==> src/design/datapathPkg.sv <==
`default_nettype none

package datapathPkg;

    localparam int wordWidth = 32;
    localparam int shiftWidth = $clog2(wordWidth);

    typedef logic [wordWidth-1:0] wordT;
    typedef logic [2*wordWidth-1:0] dwordT;

    // bus drivers, at most one per cycle
    typedef struct packed {
        logic pcOut;
        logic zHighOut;
        logic zLowOut;
        logic mdrOut;
        logic hiOut;
        logic loOut;
        logic cOut;
        logic regOut; // gated by decode into one register
    } busSrcT;

    typedef struct packed {
        logic marIn;
        logic mdrIn;
        logic pcIn;
        logic irIn;
        logic yIn;
        logic zIn;
        logic hiIn;
        logic loIn;
        logic regIn; // gated by decode like regOut
        logic read; // MDR takes memory data instead of the bus
        logic incPc;
        logic gra;
        logic grb;
        logic grc;
        busSrcT src;
    } ctrlT;

endpackage

`default_nettype wire

==> src/design/isaPkg.sv <==
`default_nettype none

package isaPkg;

    localparam int regCount = 16;
    localparam int opcodeWidth = 5;
    localparam int regFieldWidth = 4;
    localparam int constWidth = 15;

    // one bit per general register, used for both load and read selects
    typedef logic [regCount-1:0] regSelT;

    typedef enum logic [opcodeWidth-1:0] {
        opAdd  = 5'd3,
        opSub  = 5'd4,
        opAnd  = 5'd5,
        opOr   = 5'd6,
        opRor  = 5'd7,
        opRol  = 5'd8,
        opShr  = 5'd9,
        opShra = 5'd10,
        opShl  = 5'd11,
        opMul  = 5'd15,
        opNeg  = 5'd17,
        opNot  = 5'd18
    } opcodeT; // unlisted codes pass the bus through the ALU

    typedef struct packed {
        opcodeT opcode; // [31:27]
        logic [regFieldWidth-1:0] ra; // [26:23]
        logic [regFieldWidth-1:0] rb; // [22:19]
        logic [regFieldWidth-1:0] rc; // [18:15]
        logic [constWidth-1:0] constant; // two's complement
    } instrT;

endpackage

`default_nettype wire

==> src/design/selectEncode.sv <==
`default_nettype none

module selectEncode (
    input  logic              Clock,
    input  isaPkg::instrT     ir,
    input  logic              gra,
    input  logic              grb,
    input  logic              grc,
    input  logic              regIn,
    input  logic              regOut,
    output isaPkg::regSelT    regLoad,
    output isaPkg::regSelT    regRead,
    output isaPkg::opcodeT    aluOp,
    output datapathPkg::wordT cValue
);

    logic [isaPkg::regFieldWidth-1:0] regField;
    isaPkg::regSelT regDecoded;

    always_comb begin
        regField = '0;
        if (gra) begin
            regField = ir.ra;
        end else if (grb) begin
            regField = ir.rb;
        end else if (grc) begin
            regField = ir.rc;
        end
    end

    always_comb begin
        regDecoded = '0;
        if (gra || grb || grc) begin
            regDecoded[regField] = 1'b1; // no field chosen, no register
        end
    end

    assign regLoad = regIn ? regDecoded : '0;
    assign regRead = regOut ? regDecoded : '0;

    assign aluOp = ir.opcode;

    // sign extend the constant field to a full word
    assign cValue = {
        {(datapathPkg::wordWidth - isaPkg::constWidth){ir.constant[isaPkg::constWidth-1]}},
        ir.constant
    };

    gStrobeOneHot: assert property (
        @(posedge Clock) $onehot0({gra, grb, grc})
    ) else $error("selectEncode: more than one of gra, grb, grc active");

endmodule

`default_nettype wire

==> config.mk <==
export PLATFORM = sky130hd
export DESIGN_NAME = selectEncode
export DESIGN_NICKNAME = d
export VERILOG_FILES = /design/src/design/datapathPkg.sv /design/src/design/isaPkg.sv /design/src/design/selectEncode.sv
export SDC_FILE = /design/constraint.sdc
export NUM_CORES = 1
export LEC_CHECK = 0
export ABC_AREA = 0
export BUFFER_PORTS_ARGS = -buffer_cell sky130_fd_sc_hd__buf_2
export CORE_UTILIZATION = 32
export DETAILED_ROUTE_END_ITERATION = 12
export GPL_ROUTABILITY_DRIVEN = 0
export PLACE_DENSITY = 0.84
export SYNTH_ARGS = -nofsm -noshare
export SYNTH_HDL_FRONTEND = slang
export SYNTH_SLANG_ARGS = --single-unit
export TNS_END_PERCENT = 10
==> constraint.sdc <==
create_clock -name vclk -period 1.3
set_clock_uncertainty 0.05 [all_clocks]
set_input_delay 0.13 -clock vclk [all_inputs]
set_output_delay 0.13 -clock vclk [all_outputs]
set_load 0.005 [all_outputs]
# --- Yosys cells after proc, flatten, opt, wreduce, memory -nomap -nowiden ---
# Cells that the tools add are included.
totals:
  register_bits: 0
  output_inout_bits: 69
  inputBits: 38
op_classes:
  order_cmp: 2
  n_reduce_logical: 3
  mux: 8
op_table:
  columns: ["op", "count"]
  rows:
  - ["$mux 16", 3]
  - ["$mux 4", 3]
  - ["$lt 4x5->1 const B", 1]
  - ["$demux 1 s4", 1]
  - ["$ge 4x1->1 const B", 1]
  - ["$logic_or 1x1->1", 2]
  - ["$logic_and 1x1->1", 1]
  - ["$mux 1", 1]

# --- Longest topological paths before layout ---
# Gate-level depths: netlist of the first run.
depth:
  ltp_word: 9
  ltp_mapped: 5

# --- Least setup slack after synthesis of the first run ---
# OpenSTA, ideal clock, no wires.
synth_timing:
  kind: "input to output"
  startpoint: "in grb"
  endpoint: "out regLoad[10]"
  cell_stages: 5
  arrival_time_ns: 1.113
  slack_ns: 0.007
  path_cell_list: "buf_6 > nand3b_1 > a22o_2 > buf_6 > nor4_1"
synth_via:
  elab_chain_len: 8
synth_lines:
  columns: ["item", "line_no", "source"]
  rows:
  - ["start: declaration", "selectEncode.sv:7", "input logic grb,"]
  - ["$mux 4", "selectEncode.sv:24", "end else if (grb) begin"]
  - ["$mux 4", "selectEncode.sv:22", "if (gra) begin"]
  - ["$lt 4x5->1 (not written as such) / $ge 4x1->1 (equally long branches)", "selectEncode.sv:34", "regDecoded[regField] = 1'b1;"]
  - ["$logic_and 1x1->1 (not written as such)", "selectEncode.sv:34", null]
  - ["$mux 1 (not written as such)", "selectEncode.sv:34", null]
  - ["$demux 1 s4", "selectEncode.sv:34", null]
  - ["$mux 16 (*)", "selectEncode.sv:33", "if (gra || grb || grc) begin"]
  - ["$mux 16 (*)", "selectEncode.sv:38", "assign regLoad = regIn ? regDecoded : '0;"]
  - ["end: declaration", "selectEncode.sv:11", "output isaPkg::regSelT regLoad,"]
# Every way passes the cells marked *; elsewhere a longest branch is shown, timed or not.

# --- Final worst setup path of the first run ---
layout_timing:
  startpoint: "in grb"
  endpoint: "out regLoad[15]"
# The elaborated chain is that of the path after synthesis.

==> results of run 1 <==
## metal layers
| metal | share of wire | GRT usage |
|---|---|---|
| met1 | 0.38 | 0.199 |
| met2 | 0.56 | 0.371 |
| met3 | 0.056 | 0.0182 |
| met4 | 0.0021 | 0.0139 |
| met5 | 0 | 0 |
## layout make-up
class                           count  share of cell area
Inverter                            3             0.00919
Multi-Input combinational cell     59               0.590
Tap cell                           28              0.0286
Timing Repair Buffer               70               0.372
## cell families (layout without fill, tap and decap cells)
kind of cell           Yosys count  in the layout  share of synthesized area
AO/OA/AOI/OAI                   15             16                      0.148
AND/OR/NAND/NOR                 43             43                      0.374
buffers and inverters           48             73                      0.478
## synthesized netlist by cell type (all sizes together)
cell type  number
nor4           32
or2b            1
a22oi           2
buf            45
a22o            3
a21oi           4
nand3b          4
a21o            1
nor2b           1
inv             3
o31ai           1
a31oi           2
nand2           1
o211ai          2
and3b           3
nor3b           1
## timing repair
action,4_1_cts,5_1_grt
setup buffers,1,6
gates cloned,0,1
endpoints found under the setup margin,32,32
gates resized for setup,12,47
pin swaps,2,18
## cells in the final DEF, fill, tap and decap left out, drive strengths merged
cell,n
a21o,1
a21oi,4
a22o,4
a22oi,2
a31oi,2
and3b,3
buf,70
inv,3
nand2,1
nand3b,4
nor2b,1
nor3b,1
nor4,32
o211ai,2
o31ai,1
or2b,1
## power breakdown
| group | switching (mW) | leakage (nW) | internal, mW |
|---|---|---|---|
| clock network | 0 | 0 | 0 |
| registers | 0 | 0 | 0 |
| logic | 0.270 | 0.506 | 0.189 |
| total | 0.270 | 0.506 | 0.189 |
## worst paths after layout
kind	slack (ns)	startpoint	cells after the start	endpoint
worst max-delay path	-0.32	grb	6	regLoad[15]
worst min-delay path	0.21	ir[0]	0	cValue[0]
## through the flow
stage	hold slack, ns	TNS (ns)
3_5_place_dp	0.210	-10.02
2_1_floorplan	0.291	0
3_3_place_gp	0.210	-9.56
4_1_cts	0.210	-7.64
5_1_grt	0.210	-9.25
6_report	0.210	-7.64
==> run metrics, run 1 <==
post-route insts no fill 160; row count 17; Slew headroom 0.647; ANT cells 0; status finished, violations left; slowest cell on the critical path a22o_4; Pins Over Slew Limit 0; CP Data Arrival Time 1.44 ns; nets@finish 172; Cell variety after synth 19; Setup WS post-layout -0.318 ns; Core ar. 2210 um^2; fin util 0.554; Worst Path Required 1.12 ns; synthesized cell area around 750 um^2; area leader, netlist buf_4; delay-heaviest family, CP simple AND/OR/NAND/NOR gates; warnings from Yosys 0; fillers 201; Worst Setup Start Kind input port; cell area after layout 1220 um^2; Die Span X roughly 50 um; GRT Overall Usage 0.180; Final Power 459 uW; Routed WL per cell 17.5 um; starting density of the core 0.340; Critical Path, Cell by Cell buf_8 > buf_6 > nand3b_1 > a22o_4 > nor4_2 > buf_2; drt via density 5.80; area of the multi-input gates 723 um^2; global route overflow 0; cts hold-fix bufs 0; actual slew at the worst max-slew pin around 0.53 ns; VDD IR max approximately 0.27 mV; critical path start-end classification in -> out; CP max stage delay 0.34 ns; sequential cell area fraction in the yosys report 0; CP Buf/Inv Count 3; Port Buffers 49; largest net degree at the start of global routing 19; initial antenna violation count 0; RSZ-0062 raised after global routing true; crit end category primary output; DRT iter0 DRCs 6; synth top area cells buf_4, nor4_1, buf_6; Synth top area share 0.389; Seq. cell area 0 um^2; share of cells above drive strength 1 0.826; syn_nets 144; post-placement cell count between 150 and 200; Mapped Cells roughly 110; Pleak between 0.5 and 0.6 nW; Ports 107; first-pass GRT wire length 3640 um; Final Setup Violations 32; Hold Path Class in -> out; post-route minimum period 1.62 ns; Routed WL roughly 2800 um; cell area after placement a little under 800 um^2; failing checks setup timing; Setup WS pre-CTS -0.390 ns; syn_area_per_cell 7.09 um^2; max cap viols 0; antenna-violating nets left 0; critical path fanouts, max 8; pwr dens 375 nW/um^2; vias in the first global route roughly 760; Hold Fails Final Rpt 0; clock buffers 0; crit share post-route 1.24; Seq Cell Count 0; Area Growth Syn to Fin 62.9%; Post-DP HPWL 1780 um; DR pass1 iterations 4; die area ~2500 um^2; Max Fclk roughly 0.62 GHz; Remaining DRCs 0; routed vias 928; Die H between 50 and 60 um
No activity file was read; power rests on OpenSTA's default activity.
==> run 2, diff against run 1 <==
--- a/config.mk
+++ b/config.mk
@@ -6,11 +6,13 @@
 export NUM_CORES = 1
 export LEC_CHECK = 0
 export ABC_AREA = 0
-export BUFFER_PORTS_ARGS = -buffer_cell sky130_fd_sc_hd__buf_2
-export CORE_UTILIZATION = 32
+export CORE_AREA = 2 2 42 44
 export DETAILED_ROUTE_END_ITERATION = 12
+export DIE_AREA = 0 0 44 46
+export DONT_BUFFER_PORTS = 1
 export GPL_ROUTABILITY_DRIVEN = 0
-export PLACE_DENSITY = 0.84
+export PLACE_DENSITY = 0.62
+export SKIP_LAST_GASP = 1
 export SYNTH_ARGS = -nofsm -noshare
 export SYNTH_HDL_FRONTEND = slang
 export SYNTH_SLANG_ARGS = --single-unit
==> run 2 against run 1 <==
Effect of this change: the run now ends clean; global-route usage fell by 2.3 points; worst setup slack improved by 0.33 ns; critical path depth fell by 3; first-iteration DRC count rose by 67%; final area fell by 61%; maximum frequency rose by 26%; routed wire length fell by 37%; sequential cell count did not move; sequential share of layout area did not move; highest routed layer unchanged.
==> run metrics, run 2 (same netlist as run 1, synthesis figures left out) <==
status finished clean; Max Fclk 0.776 GHz; DRT iter0 DRCs 10; routed vias 635; Hold Path Class in -> out; VDD IR max 0.154 mV; Hold Path Depth 0; Post CTS Setup Buffer Count 0; crit end category primary output; pwr dens 387 nW/um^2; Final Setup Violations 0; clock buffers 0; Pins Over Slew Limit 0; CP max stage delay 0.43 ns; largest net degree at the start of global routing 19; crit share post-route 0.991; Hold EP aluOp[0]; Die H 46 um; Port Buffers 0; Post-DP HPWL 1350 um; cell area after placement between 400 and 500 um^2; Worst Setup Start Kind input port; Post-CTS Resized 1; Pleak 0.133 nW; ANT cells 0; CP Data Arrival Time 1.11 ns; Worst Path Required 1.12 ns; drt via density between 7 and 8; vias in the first global route ~510; commonest non-fill, non-tap cell in the layout nor4_1; slowest cell on the critical path nor4_1; Final Power roughly 180 uW; hold_sp ir[27]; antenna-violating nets left 0; Remaining DRCs 0; delay-heaviest family, CP simple AND/OR/NAND/NOR gates; Area Growth Syn to Fin -36.6%; first-pass GRT wire length 2500 um; Core ar. ~1600 um^2; Slew headroom 0.611; Setup TNS Final 0 ns; DR pass1 iterations 4; row count 15; Seq Cell Count 0; cell area after layout 477 um^2; post-route minimum period 1.29 ns; Die Span X between 40 and 50 um; max cap viols 0; starting density of the core 0.466; most frequent cells in the layout nor4_1, buf_4, nand3b_1, a21oi_1; Ports 107; GRT Overall Usage 0.157; Seq. cell area 0 um^2; actual slew at the worst max-slew pin roughly 0.58 ns; Critical Path, Cell by Cell nand3b_1 > a22o_1 > nor4_1; initial antenna violation count 0; Routed WL per cell 21.2 um; critical path start-end classification in -> out; global route overflow 0; share of cells above drive strength 1 0.149; Routed WL 1780 um; Hold Fails Final Rpt 0; RSZ-0062 raised after global routing true; cts hold-fix bufs 0; critical path fanouts, max 16; CP Buf/Inv Count 0; nets@finish 107; die area approximately 2000 um^2
-- run 2: cell count changes in the layout (fill, tap and decap cells not counted), sizes merged --
cell | before | now
buf | 70 | 6
a22o | 4 | 3
-- run 2: worst max path at each step --
stage	startpoint	end	slack [ns]	cells after the start
2_1_floorplan	grb	regLoad[10]	0.007	5
3_3_place_gp	grb	regLoad[1]	0.04	3
3_5_place_dp	grb	regLoad[1]	-0.009	3
4_1_cts	grb	regLoad[5]	0.001	3
5_1_grt	grb	regLoad[7]	-0.06	3
6_report	grb	regLoad[11]	0.01	3
-- run 2: layer usage --
| layer | vias to the layer above | part of all wire | global-route usage | routed length (um) |
|---|---|---|---|---|
| met5 | - | 0 | 0 | 0 |
| met2 | 51 | 0.48 | 0.297 | 858 |
| met3 | 2 | 0.12 | 0.0714 | 213 |
| met1 | 286 | 0.39 | 0.165 | 698 |
| met4 | 0 | 0.0045 | 0.0121 | 8 |
| li1 | 296 | - | - | - |
-- run 2: per-stage QoR --
step	util	instances	hold WS (ns)	setup slack (ns)
2_1_floorplan	-	106	0.291	0.00669
3_3_place_gp	0.291	84	0.210	0.0428
3_5_place_dp	0.291	84	0.210	-0.00894
4_1_cts	0.295	84	0.210	0.00135
5_1_grt	0.295	84	0.210	-0.0641
6_report	0.295	84	0.210	0.0114
-- run 2: area by class of cell --
cell class                 count  area [um^2]
timing repair buffer           6         45.0
fill                         189         1140
tap                           17         21.3
inverter                       3         11.3
multi-input combinational     58          399
-- run 2: power by group --
group | internal [mW] | total, mW | leakage (nW) | switching (mW)
sequential | 0 | 0 | 0 | 0
clock | 0 | 0 | 0 | 0
combinational | 0.0621 | 0.184 | 0.133 | 0.122
total | 0.0621 | 0.184 | 0.133 | 0.122
==> run 3, diff against run 2 <==
--- a/config.mk
+++ b/config.mk
@@ -5,13 +5,13 @@
 export SDC_FILE = /design/constraint.sdc
 export NUM_CORES = 1
 export LEC_CHECK = 0
-export ABC_AREA = 0
+export ABC_AREA = 1
 export CORE_AREA = 2 2 42 44
 export DETAILED_ROUTE_END_ITERATION = 12
 export DIE_AREA = 0 0 44 46
 export DONT_BUFFER_PORTS = 1
 export GPL_ROUTABILITY_DRIVEN = 0
-export PLACE_DENSITY = 0.62
+export PLACE_DENSITY = 0.59
 export SKIP_LAST_GASP = 1
 export SYNTH_ARGS = -nofsm -noshare
 export SYNTH_HDL_FRONTEND = slang
==> run 3 against run 2 <==
Effect of this change: maximum frequency grew 17%; first-iteration DRC count shrank 50%; sequential share of layout area is the same; die area is the same; final area shrank 6.8%; sequential cell count is the same; cell count grew 39%; highest routed layer unchanged; clock-buffer cell count is the same; synthesized cell count grew 31%; global-route usage shrank 3.4 points; critical endpoint is now regRead[4]; critical path type unchanged; non-clock buffer count shrank 6.
==> run metrics, run 3 <==
status finished clean; Critical Path, Cell by Cell inv_2 > nand3_1 > nand2_1 > nand2_1 > nor2_1 > nand2_1 > nor2_1; Remaining DRCs 0; critical path fanouts, max 6; CP max stage delay 0.25 ns; Setup TNS Final 0 ns; syn_area_per_cell 5.09 um^2; main combinational cell family by area after synthesis simple AND/OR/NAND/NOR gates; DR pass1 iterations 4; drt via density 5.12; Pins Over Slew Limit 0; pwr dens 349 nW/um^2; Hold Fails Final Rpt 0; Mapped Cells 139; post-route minimum period ~1.1 ns; Final Setup Violations 0; Final Power 155 uW; syn_nets 177; Combinational Power Share 1.000; crit share post-route 0.851; fillers 203; mux contribution to synthesized area 0; post-placement cell count 117; Clock power frac 0; antenna-violating nets left 0; Die Span X 44 um; slowest cell on the critical path nor2_1; Hold EP aluOp[0]; Port Buffers 0; RSZ-0062 raised after global routing false; largest net degree at the start of global routing 19; cell area after placement 444 um^2; CP Data Arrival Time 0.93 ns; Int Pwr 44.1 uW; Seq. cell area 0 um^2; DRT iter0 DRCs 5; Worst Setup Start Kind input port; cell area after layout 444 um^2; Worst path most repeated cell nand2_1; Ports 107; global route overflow 0; GRT Overall Usage 0.123; Worst Path Required 1.12 ns; P_sw around 110 uW; critical path start-end classification in -> out; actual slew at the worst max-slew pin 0.411 ns; Post-DP HPWL about 1200 um; crit end category primary output; Post-Synth XOR/XNOR Area 0; hold_sp ir[27]; sequential cell area fraction in the yosys report 0; max cap viols 0; synthesized cell area 708 um^2; vias in the first global route 457; simple-gate share of the synthesized area 0.528; first-pass GRT wire length 1950 um; Post-CTS Resized 0; Commonest cells post-synth nor2_1, buf_4, nand2_1; Cell variety after synth 12; cts hold-fix bufs 0; synth top area cells buf_4, nor2_1, nand2_1; Synth Area in Compound Gates 0.0212; Area Growth Syn to Fin -37.3%; top-count cell post-synth nor2_1; routed vias 599; Post CTS Setup Buffer Count 0; Slew headroom 0.726; adder-cell area share of the yosys netlist 0; Max Fclk about 0.9 GHz; Routed WL per cell 12.1 um; Pleak ~0.23 nW; row count 15; post-route insts no fill 117; share of cells above drive strength 1 0.140; area leader, netlist buf_4; commonest non-fill, non-tap cell in the layout nor2_1; Sw Share 0.716; die area 2020 um^2; Hold Path Class in -> out; clock buffers 0; most frequent cells in the layout nor2_1, nand2_1, inv_1; Core ar. 1610 um^2; Setup WS pre-CTS 0.183 ns; VDD IR max slightly above 0.09 mV; ANT cells 0; nets@finish 140; warnings from Yosys 0; initial antenna violation count 0; Seq Cell Count 0; Synth top area share 0.392; starting density of the core 0.439; Routed WL around 1400 um; Setup WS post-layout ~0.19 ns; Hold Path Depth 0; sequential share of power 0; Die H approximately 46 um
==> run 3: power by group through the flow <==
stage,Clock (mW),Combinational [mW],Sequential (mW)
CTS,0,0.157,0
floorplan,0,0.225,0
detailed placement,0,0.157,0
global route,0,0.182,0
finish,0,0.155,0
global placement,0,0.154,0
==> run 3: worst max path at each step <==
stage	slack, ns	from	endpoint
detailed placement	0.18	grb	regRead[4]
floorplan	0.35	grb	regLoad[4]
finish	0.19	grb	regRead[4]
global placement	0.22	grb	regLoad[5]
global route	0.05	grb	regRead[5]
CTS	0.18	grb	regRead[4]
==> run 3: through the flow <==
step                hold slack (ns)  utilization
CTS                           0.210        0.275
finish                        0.210        0.275
detailed placement            0.210        0.275
global route                  0.210        0.275
global placement              0.210        0.275
floorplan                     0.291            -
==> run 3: final cells by class <==
type	instances	area, um^2	area share
tap	17	21.3	0.0479
multi-input combinational	91	389	0.876
inverter	9	33.8	0.0761
==> run 3: logic make-up after synthesis <==
family | count (synthesis)
AO/OA/AOI/OAI | 3
buffers and inverters | 48
AND/OR/NAND/NOR | 88
==> run 3: per-layer routing <==
metal	wire length [um]	vias to the layer above	track usage
met5	0	-	0
met4	47	0	0.0364
met3	160	10	0.0397
met2	629	41	0.218
met1	573	249	0.140
li1	-	299	-
==> run 3: worst max-delay path: cells and delay by family <==
kind	cells	cell delay (ns)
simple gates	6	0.74
buf+inv	1	0.05
