**src/design/dataRegister.sv**
```systemverilog
`default_nettype none

module dataRegister #(
    parameter type payloadT = logic [31:0]
) (
    input  logic    Clock,
    input  logic    rstN,
    input  logic    load,
    input  payloadT d,
    output payloadT q
);

    always_ff @(posedge Clock) begin
        if (!rstN) begin
            q <= '0;
        end else if (load) begin
            q <= d;
        end
    end

endmodule

`default_nettype wire

```
**config.mk**
```make
export PLATFORM = sky130hd
export DESIGN_NAME = dataRegister
export DESIGN_NICKNAME = d
export VERILOG_FILES = /design/src/design/dataRegister.sv
export SDC_FILE = /design/constraint.sdc
export NUM_CORES = 1
export LEC_CHECK = 0
export CAP_MARGIN = 20
export CORE_MARGIN = 4
export CORE_UTILIZATION = 50
export DETAILED_ROUTE_END_ITERATION = 12
export DONT_BUFFER_PORTS = 1
export GPL_ROUTABILITY_DRIVEN = 0
export HOLD_SLACK_MARGIN = 0.15
export MAX_ROUTING_LAYER = met4
export REMOVE_ABC_BUFFERS = 1
export SYNTH_ARGS = -nofsm -noshare
export SYNTH_HDL_FRONTEND = slang
export SYNTH_SLANG_ARGS = --single-unit
```
**constraint.sdc**
```tcl
create_clock -name Clock -period 1.9 [get_ports Clock]
set_input_delay 0.095 -clock Clock [delete_from_list [all_inputs] [get_ports Clock]]
set_output_delay 0.095 -clock Clock [all_outputs]
set_load 0.01 [all_outputs]
```
# == Word level (Yosys, flattened, before mapping) ==
# Cells that the tools add are included.
# Widths: inputs -> output; s select.
# totals
elab_cells,1
in_bits,35
register_bits,32
output_inout_bits,32

# == Logic depth before layout (Yosys ltp) ==
# Gate-level depths: netlist of run 1.
# depth
word_depth,0
ltp_mapped,4
mapped_depth_nobuf,2

# == Worst setup path before layout of run 1 ==
# OpenSTA, ideal clock, no wires.
# synth_timing
kind,input port to flip-flop
startpoint,input port load
endpoint,register q[0] (netlist name)
path_buffers,2
t_required_ns,1.784
stages,4
t_arrival_ns,0.567
path_slack_ns,1.217
path_cell_list,buf_6 > buf_12 > mux2i_1 > nor2b_1
# synth_rtl
item,line_no,text
from (decl),8,"input logic load,"
to (signal assigned),15,q <= '0;
to (signal assigned),17,q <= d;
to (decl),10,output payloadT q

# == Worst setup path after layout of run 1 ==
# layout_timing
startpoint,input port rstN
endpoint,register q[17] (netlist name)
# layout_rtl
item,line_no,text
from (decl),7,"input logic rstN,"
# No word-level cell between the ends.

==> tab_implementation.tex, run 1 <==
\begin{tabular}{lr}
\hline
Metric & Value \\
\hline
\multicolumn{2}{l}{\textbf{Outcome}} \\
\quad Result of the run & completed \\
\multicolumn{2}{l}{\textbf{Global routing}} \\
\quad Via count of the first global-routing pass & approximately 1000 \\
\quad Wire length of the first global-routing pass & 4.93 mm \\
\quad Number of antenna violations at the first check in global routing & 0 \\
\quad Total routing resource utilization after global routing & 20.5\% \\
\quad Remaining Overflow, GRT & 0 \\
\quad Pin count of the biggest net entering global routing & 33 \\
\multicolumn{2}{l}{\textbf{Yosys}} \\
\quad YS warnings & 0 \\
\quad Post-synth top area share & between 50\% and 60\% \\
\quad Number of synthesized flops with an enable pin & 0 \\
\quad Compound-Gate Fraction of Synth Area & 0\% \\
\quad Simple-gate area share of the yosys netlist & 16.1\% \\
\quad Share of flip-flops with an asynchronous set or reset & 0\% \\
\quad Post-synthesis instance area & between 0.001 and 0.0015 mm² \\
\quad Top cell types by occurrence after synthesis & sky130\_fd\_sc\_hd\_\_dfxtp\_1 (32), sky130\_fd\_sc\_hd\_\_mux2i\_1 (32), sky130\_fd\_sc\_hd\_\_nor2b\_1 (32), sky130\_fd\_sc\_hd\_\_buf\_12 (3), sky130\_fd\_sc\_hd\_\_clkbuf\_1 (3) \\
\quad Most area-hungry cell type in the Yosys netlist & sky130\_fd\_sc\_hd\_\_dfxtp\_1 \\
\quad Number of cells produced by synthesis & just over 100 \\
\quad Area share of fa/ha/maj cells after synthesis & 0\% \\
\quad Combinational family with the most area after synthesis & multiplexers \\
\quad Synthesis-stage register bit count & 32 \\
\quad Average footprint of a synthesized cell & 12.1 µm² \\
\quad Distinct cell type count after synthesis & 6 \\
\quad Most common flop cell mapped by yosys & sky130\_fd\_sc\_hd\_\_dfxtp\_1 \\
\quad Fraction of synthesized area in multiplexers & 25.8\% \\
\quad Synthesized-area fraction occupied by xor and xnor cells & 0\% \\
\quad Sequential fraction of the synthesis area & between 50\% and 60\% \\
\quad Main area contributors after synthesis & sky130\_fd\_sc\_hd\_\_dfxtp\_1 (52\%), sky130\_fd\_sc\_hd\_\_mux2i\_1 (26\%), sky130\_fd\_sc\_hd\_\_nor2b\_1 (16\%) \\
\multicolumn{2}{l}{\textbf{Drt}} \\
\quad Residual DRC count & 0 \\
\quad Sum of routed wire length over all layers & 3.21 mm \\
\quad First-pass DRT Iterations & 3 \\
\quad Ratio of routed vias to standard cells & 4.87 \\
\quad Post-detailed-route count of antenna-violating nets & 0 \\
\quad DR WL/cell & 16.4 µm \\
\quad Starting DRC count in detailed routing & 19 \\
\quad Number of vias in the routed layout & 954 \\
\multicolumn{2}{l}{\textbf{Cells and area}} \\
\quad Final cell area excluding filler cells & roughly 0.0019 mm² \\
\quad Largest registers in the final layout & q (32) \\
\quad Fraction of final layout cells with drive strength greater than 1 & 3.57\% \\
\quad Max reg flops & 32 \\
\quad Antenna Cells & 0 \\
\quad Area growth from synthesis to layout & 52.4\% \\
\quad Final std cells w/o fill & 196 \\
\quad Final net count & 202 \\
\quad Largest register by flop count & q \\
\quad Final core utilization & 82.5\% \\
\quad FILL cells & approximately 150 \\
\multicolumn{2}{l}{\textbf{Worst setup path}} \\
\quad Startpoint Class & primary input \\
\quad Register-to-register path setup slack & 0.63 ns \\
\quad Required time at the worst-slack endpoint & 2.17 ns \\
\quad Data arrival at the endpoint of the critical path & approximately 2 ns \\
\quad Critical path start-end classification & primary input to register \\
\quad Startpoint of the lowest-slack register-to-register path & q[8] \\
\quad CP Capture Type & register \\
\quad Critical-path maximum fanout & 32 \\
\quad Worst reg2reg endpoint & q[8] \\
\quad Number of cells traversed by the worst register-to-register path & 3 \\
\multicolumn{2}{l}{\textbf{Pwr}} \\
\quad Design Power & 1.37 mW \\
\quad Relative contribution of combinational cells to total power & roughly 16\% \\
\quad Worst IR Drop VDD & between 600 and 700 µV \\
\quad NetSw & 0.320 mW \\
\quad Internal power summed over all cells & 1.05 mW \\
\quad Relative contribution of the clock network to total power & between 20\% and 30\% \\
\quad Total power divided by cell area & about 720 mW/mm² \\
\quad Leakage component of the power & 0.781 nW \\
\quad Relative contribution of sequential cells to total power & 55.3\% \\
\quad Net switching share of the total power & between 20\% and 30\% \\
\multicolumn{2}{l}{\textbf{Clocking}} \\
\quad Number of instances resized during post-cts repair & 0 \\
\quad Clock tree from TritonCTS & built \\
\quad Clk pin slew, worst setup/hold paths & 0.10 ns \\
\quad Worst-case clock buffer depth & 2 \\
\quad Number of hold buffers added after cts & 64 \\
\quad CTS buffer count & 5 \\
\quad \# Post-CTS Setup Buffers & 0 \\
\quad CTS root buffer & sky130\_fd\_sc\_hd\_\_clkbuf\_4 \\
\quad Level count of the clock H-tree & 2 \\
\quad Clk Latency, worst-skew pair & about 0.33 ns \\
\quad CTS sink count & 32 \\
\multicolumn{2}{l}{\textbf{Hold path}} \\
\quad Hold Crit Start & load \\
\quad Hold worst-path end & q[21] \\
\quad Hold path cells & 3 \\
\quad Type of the worst min-delay path & primary input to register \\
\multicolumn{2}{l}{\textbf{Die}} \\
\quad CORE AREA & approximately 0.0023 mm² \\
\quad Starting utilization of the core area & between 50\% and 60\% \\
\quad Die ar. & 0.00335 mm² \\
\quad Die X-Extent & about 58 µm \\
\quad Standard-cell row count & 17 \\
\quad Vertical extent of the die & 57.9 µm \\
\quad Number of primary I/O pins & 67 \\
\multicolumn{2}{l}{\textbf{Timing}} \\
\quad Setup repair after global routing missed its margin & false \\
\quad Actual transition at the worst max-transition pin & 0.851 ns \\
\quad Post-Route Setup TNS & 0 ns \\
\quad Max Transition Viols Final & 0 \\
\quad Fin. Hold Viols & 0 \\
\quad Clock period minus worst slack & 1.69 ns \\
\quad Max transition margin & 43.1\% \\
\quad Top achievable clock speed & approximately 0.59 GHz \\
\quad Post-route clock period utilization & 88.8\% \\
\quad Finish-stage setup viols & 0 \\
\quad Worst Clk Skew & 0 ns \\
\multicolumn{2}{l}{\textbf{Placement}} \\
\quad Total placed instance area & 0.00120 mm² \\
\quad DP Cell Count & about 120 \\
\quad Port Buffers & 0 \\
\multicolumn{2}{l}{\textbf{Run}} \\
\quad Max\_cap viols & 0 \\
\hline
\end{tabular}
-- layout make-up --
cell class / count / area, µm² / area share (%)
flip-flops and latches: 32 / 641 / 33.8
repair buffers: 64 / 641 / 33.8
multi-input cells: 64 / 520 / 27.5
clock buffers: 8 / 58.8 / 3.10
well taps: 28 / 35.0 / 1.85
-- cell usage in the layout, fill, tap and decap left out --
cell type                       count
sky130_fd_sc_hd__clkbuf_1           2
sky130_fd_sc_hd__dlygate4sd3_1     64
sky130_fd_sc_hd__mux2i_1           32
sky130_fd_sc_hd__clkbuf_4           5
sky130_fd_sc_hd__dfxtp_1           32
sky130_fd_sc_hd__nor2b_1           32
sky130_fd_sc_hd__clkbuf_8           1
-- worst max-delay path: stages --
cell and delay [ns]:
sky130_fd_sc_hd__dlygate4sd3_1 1.09, sky130_fd_sc_hd__nor2b_1 0.22, sky130_fd_sc_hd__dlygate4sd3_1 0.56
-- logic make-up (layout without fill, tap and decap cells) --
| kind of cell | Yosys count | after routing |
|---|---|---|
| mux | 32 | 32 |
| buf+inv | 7 | 72 |
| simple gates | 32 | 32 |
| flops | 32 | 32 |
-- power by group through the flow --
stage	Combinational [mW]	Sequential [mW]	Clock [mW]
2_1_floorplan	0.0669	0.764	0
4_1_cts	0.208	0.757	0.416
3_3_place_gp	0.0693	0.772	0
5_1_grt	0.234	0.764	0.446
6_report	0.216	0.759	0.398
3_5_place_dp	0.0726	0.772	0
-- layer usage --
layer	track usage (%)	wire (µm)
met3	8.69	309
met1	21.0	1220
met4	5.96	38
met2	35.5	1650
met5	-	0
-- worst max path at each step --
stage	startpoint	endpoint	cells past startpoint
after floorplan	q[0]	q[0]	2
after global placement	q[6]	q[6]	2
after detailed placement	q[4]	q[4]	2
after CTS	rstN	q[17]	3
after global routing	rstN	q[17]	3
final	rstN	q[17]	3
-- through the flow --
stage / setup WS, ns / hold WS, ns
2_1_floorplan: 1.30 / 0.223
5_1_grt: 0.127 / 0.500
4_1_cts: 0.241 / 0.462
6_report: 0.213 / 0.495
3_3_place_gp: 1.27 / 0.226
3_5_place_dp: 1.25 / 0.232
Note: power is estimated with default switching activity, not from simulation.
==> run 2, diff against run 1 <==
--- a/config.mk
+++ b/config.mk
@@ -6,6 +6,7 @@
 export NUM_CORES = 1
 export LEC_CHECK = 0
 export CAP_MARGIN = 20
+export CORE_ASPECT_RATIO = 1.75
 export CORE_MARGIN = 4
 export CORE_UTILIZATION = 50
 export DETAILED_ROUTE_END_ITERATION = 12
==> run 2 against run 1 <==
Register-to-register slack barely moved. Count of clock-buffer cells in the layout did not move. Worst setup slack got worse by 0.013 ns. Flip-flop and latch count did not move. Critical path depth did not move. Utilization barely moved. Largest cell class unchanged. Largest power group unchanged.
==> tab_implementation.tex, run 2 (synthesis results as in run 1) <==
\begin{tabular}{lr}
\hline
Metric & Value \\
\hline
\multicolumn{2}{l}{\textbf{Drt}} \\
\quad Metal1 wirelength & 1.18 mm (was 1.22 mm) \\
\quad Number of vias in the routed layout & 949 (was 954) \\
\quad Starting DRC count in detailed routing & 13 (was 19) \\
\quad DR WL/cell & 15.7 µm (was 16.4 µm) \\
\quad Residual DRC count & 0 (unchanged) \\
\quad Sum of routed wire length over all layers & 3.03 mm (was 3.21 mm) \\
\quad Ratio of routed vias to standard cells & 4.92 (was 4.87) \\
\quad Uppermost signal routing layer after detailed routing & met4 (unchanged) \\
\quad First-pass DRT Iterations & 3 (unchanged) \\
\quad Amount of wire on met3 after detailed routing & 257 µm (was 309 µm) \\
\quad Post-detailed-route count of antenna-violating nets & 0 (unchanged) \\
\quad Met2 WL & 1.54 mm (was 1.65 mm) \\
\multicolumn{2}{l}{\textbf{Worst setup path}} \\
\quad Cell chain of the critical path & dlygate4sd3\_1 -> nor2b\_1 -> dlygate4sd3\_1 (unchanged) \\
\quad Highest-delay cell along the critical path & sky130\_fd\_sc\_hd\_\_dlygate4sd3\_1 (unchanged) \\
\quad Worst reg2reg endpoint & q[28] (was q[8]) \\
\quad Most frequent cell on the critical path & sky130\_fd\_sc\_hd\_\_dlygate4sd3\_1 (unchanged) \\
\quad Critical-path maximum fanout & 32 (unchanged) \\
\quad CP Capture Type & register (unchanged) \\
\quad Required time at the worst-slack endpoint & 2.12 ns (was 2.17 ns) \\
\quad Critical path start-end classification & primary input to register (unchanged) \\
\quad Startpoint of the lowest-slack register-to-register path & q[28] (was q[8]) \\
\quad Critical path destination & q[18] (was q[17]) \\
\quad Number of cells traversed by the worst register-to-register path & 3 (unchanged) \\
\quad Max stage delay on crit path & 1.08 ns (was 1.09 ns) \\
\quad Data arrival at the endpoint of the critical path & 1.92 ns (was 1.96 ns) \\
\quad Register-to-register path setup slack & 0.62 ns (was 0.63 ns) \\
\quad Origin of the worst setup path & rstN (unchanged) \\
\quad Startpoint Class & primary input (unchanged) \\
\multicolumn{2}{l}{\textbf{Timing}} \\
\quad Smallest setup slack after layout & 0.200 ns (was 0.213 ns) \\
\quad Top achievable clock speed & 0.588 GHz (was 0.593 GHz) \\
\quad Post-Route Setup TNS & 0 ns (unchanged) \\
\quad Worst Clk Skew & 0 ns (unchanged) \\
\quad Setup repair after global routing missed its margin & false (unchanged) \\
\quad Fin. Hold Viols & 0 (unchanged) \\
\quad Finish-stage setup viols & 0 (unchanged) \\
\quad Max transition margin & 44.6\% (was 43.1\%) \\
\quad Max Transition Viols Final & 0 (unchanged) \\
\quad Actual transition at the worst max-transition pin & 0.828 ns (was 0.851 ns) \\
\quad Clock period minus worst slack & 1.70 ns (was 1.69 ns) \\
\quad Post-route clock period utilization & 89.5\% (was 88.8\%) \\
\multicolumn{2}{l}{\textbf{Pwr}} \\
\quad Total power divided by cell area & 778 mW/mm² (was 724 mW/mm²) \\
\quad Relative contribution of combinational cells to total power & 14.4\% (was 15.7\%) \\
\quad Relative contribution of the clock network to total power & 35.0\% (was 29.0\%) \\
\quad Leakage component of the power & 0.794 nW (was 0.781 nW) \\
\quad Worst IR Drop VDD & 585 µV (was 670 µV) \\
\quad Internal power summed over all cells & 1.17 mW (was 1.05 mW) \\
\quad Relative contribution of sequential cells to total power & 50.7\% (was 55.3\%) \\
\quad Net switching share of the total power & 22.1\% (was 23.3\%) \\
\quad NetSw & 0.331 mW (was 0.320 mW) \\
\quad Design Power & 1.50 mW (was 1.37 mW) \\
\multicolumn{2}{l}{\textbf{Global routing}} \\
\quad Via count of the first global-routing pass & 1027 (was 1003) \\
\quad Remaining Overflow, GRT & 0 (unchanged) \\
\quad Total routing resource utilization after global routing & 20.3\% (was 20.5\%) \\
\quad Wire length of the first global-routing pass & 4.73 mm (was 4.93 mm) \\
\quad Number of antenna violations at the first check in global routing & 0 (unchanged) \\
\quad Pin count of the biggest net entering global routing & 33 (unchanged) \\
\multicolumn{2}{l}{\textbf{Placement}} \\
\quad Placed wire-length estimate after detailed placement & 1.50 mm \\
\quad Setup Slack @ Placement & 1.24 ns (was 1.25 ns) \\
\quad Port Buffers & 0 (unchanged) \\
\multicolumn{2}{l}{\textbf{Die}} \\
\quad Number of primary I/O pins & 67 (unchanged) \\
\quad Vertical extent of the die & 74.0 µm (was 57.9 µm) \\
\quad Standard-cell row count & 23 (was 17) \\
\quad Die X-Extent & 45.7 µm (was 57.9 µm) \\
\quad Die ar. & 0.00338 mm² (was 0.00335 mm²) \\
\quad Starting utilization of the core area & 53.4\% (was 54.1\%) \\
\quad CORE AREA & 0.00233 mm² (was 0.00230 mm²) \\
\multicolumn{2}{l}{\textbf{Clocking}} \\
\quad CTS buffer count & 5 (unchanged) \\
\quad Number of instances resized during post-cts repair & 0 (unchanged) \\
\quad CTS root buffer & sky130\_fd\_sc\_hd\_\_clkbuf\_8 (was sky130\_fd\_sc\_hd\_\_clkbuf\_4) \\
\quad CTS sink count & 32 (unchanged) \\
\quad Worst-case clock buffer depth & 2 (unchanged) \\
\quad Clk Latency, worst-skew pair & 0.28 ns (was 0.33 ns) \\
\quad Number of hold buffers added after cts & 64 (unchanged) \\
\quad Clk pin slew, worst setup/hold paths & 0.06 ns (was 0.10 ns) \\
\quad Clock tree from TritonCTS & built (unchanged) \\
\quad \# Post-CTS Setup Buffers & 0 (unchanged) \\
\quad Level count of the clock H-tree & 2 (unchanged) \\
\multicolumn{2}{l}{\textbf{Cells and area}} \\
\quad FILL cells & 139 (was 147) \\
\quad Area growth from synthesis to layout & 54.6\% (was 52.4\%) \\
\quad Most common cell after layout, fill and taps aside & sky130\_fd\_sc\_hd\_\_dlygate4sd3\_1 (unchanged) \\
\quad Largest register by flop count & q (unchanged) \\
\quad Largest registers in the final layout & q (32) (unchanged) \\
\quad Final net count & 202 (unchanged) \\
\quad Antenna Cells & 0 (unchanged) \\
\quad Top library cells by usage in the layout, fill and taps aside & sky130\_fd\_sc\_hd\_\_dlygate4sd3\_1 (64), sky130\_fd\_sc\_hd\_\_mux2i\_1 (32), sky130\_fd\_sc\_hd\_\_nor2b\_1 (32), sky130\_fd\_sc\_hd\_\_dfxtp\_1 (32), sky130\_fd\_sc\_hd\_\_clkbuf\_8 (6) (was sky130\_fd\_sc\_hd\_\_dlygate4sd3\_1 (64), sky130\_fd\_sc\_hd\_\_mux2i\_1 (32), sky130\_fd\_sc\_hd\_\_nor2b\_1 (32), sky130\_fd\_sc\_hd\_\_dfxtp\_1 (32), sky130\_fd\_sc\_hd\_\_clkbuf\_4 (5)) \\
\quad Fraction of final layout cells with drive strength greater than 1 & 3.57\% (unchanged) \\
\quad Max reg flops & 32 (unchanged) \\
\multicolumn{2}{l}{\textbf{Run}} \\
\quad Max\_cap viols & 0 (unchanged) \\
\multicolumn{2}{l}{\textbf{Outcome}} \\
\quad Result of the run & completed (unchanged) \\
\multicolumn{2}{l}{\textbf{Hold path}} \\
\quad Type of the worst min-delay path & primary input to register (unchanged) \\
\hline
\end{tabular}
run 2: cell count changes in the layout (fill, tap and decap cells not counted):
cell                       before  now
sky130_fd_sc_hd__clkbuf_8       1    6
sky130_fd_sc_hd__clkbuf_4       5    0
run 2: worst min-delay path by stage:
| stage | slack [ns] | startpoint | endpoint | cells after the start |
|---|---|---|---|---|
| floorplan | 0.22 | rstN | q[0] | 1 |
| global placement | 0.23 | rstN | q[13] | 1 |
| detailed placement | 0.23 | rstN | q[29] | 1 |
| CTS | 0.52 | d[18] | q[18] | 3 |
| global route | 0.57 | load | q[14] | 3 |
| finish | 0.54 | load | q[6] | 3 |
run 2: critical path: cells and delay by family:
family | cells | cell delay (ns)
buffers and inverters | 2 | 1.62
and+or+nand+nor | 1 | 0.21
run 2: power by group through the flow:
stage	registers, mW	logic, mW	clock network, mW
after CTS	0.758	0.208	0.535
final	0.759	0.215	0.523
after global routing	0.763	0.236	0.563
after floorplan	0.764	0.0669	0
after global placement	0.772	0.0697	0
after detailed placement	0.772	0.0733	0
run 2: layout make-up:
| type | count | area (µm²) | area share (%) |
|---|---|---|---|
| flip-flops and latches | 32 | 641 | 33.3 |
| repair buffers | 64 | 641 | 33.3 |
| clock buffers | 8 | 90.1 | 4.68 |
| multi-input cells | 64 | 520 | 27.1 |
| well taps | 25 | 31.3 | 1.63 |
run 2: metal layers:
layer	track usage [%]	vias up
met3	7.99	7
met2	31.3	39
met5	-	-
met4	7.59	0
li1	-	466
met1	23.5	437
run 2: per-stage QoR:
stage                     hold slack, ns  area, µm²  util (%)  std cells
after detailed placement           0.232       1190      51.2        121
after CTS                          0.519       1920      82.5        193
after global routing               0.566       1920      82.5        193
after floorplan                    0.223       1160         -         96
final                              0.545       1920      82.5        193
after global placement             0.227       1190      51.2        121
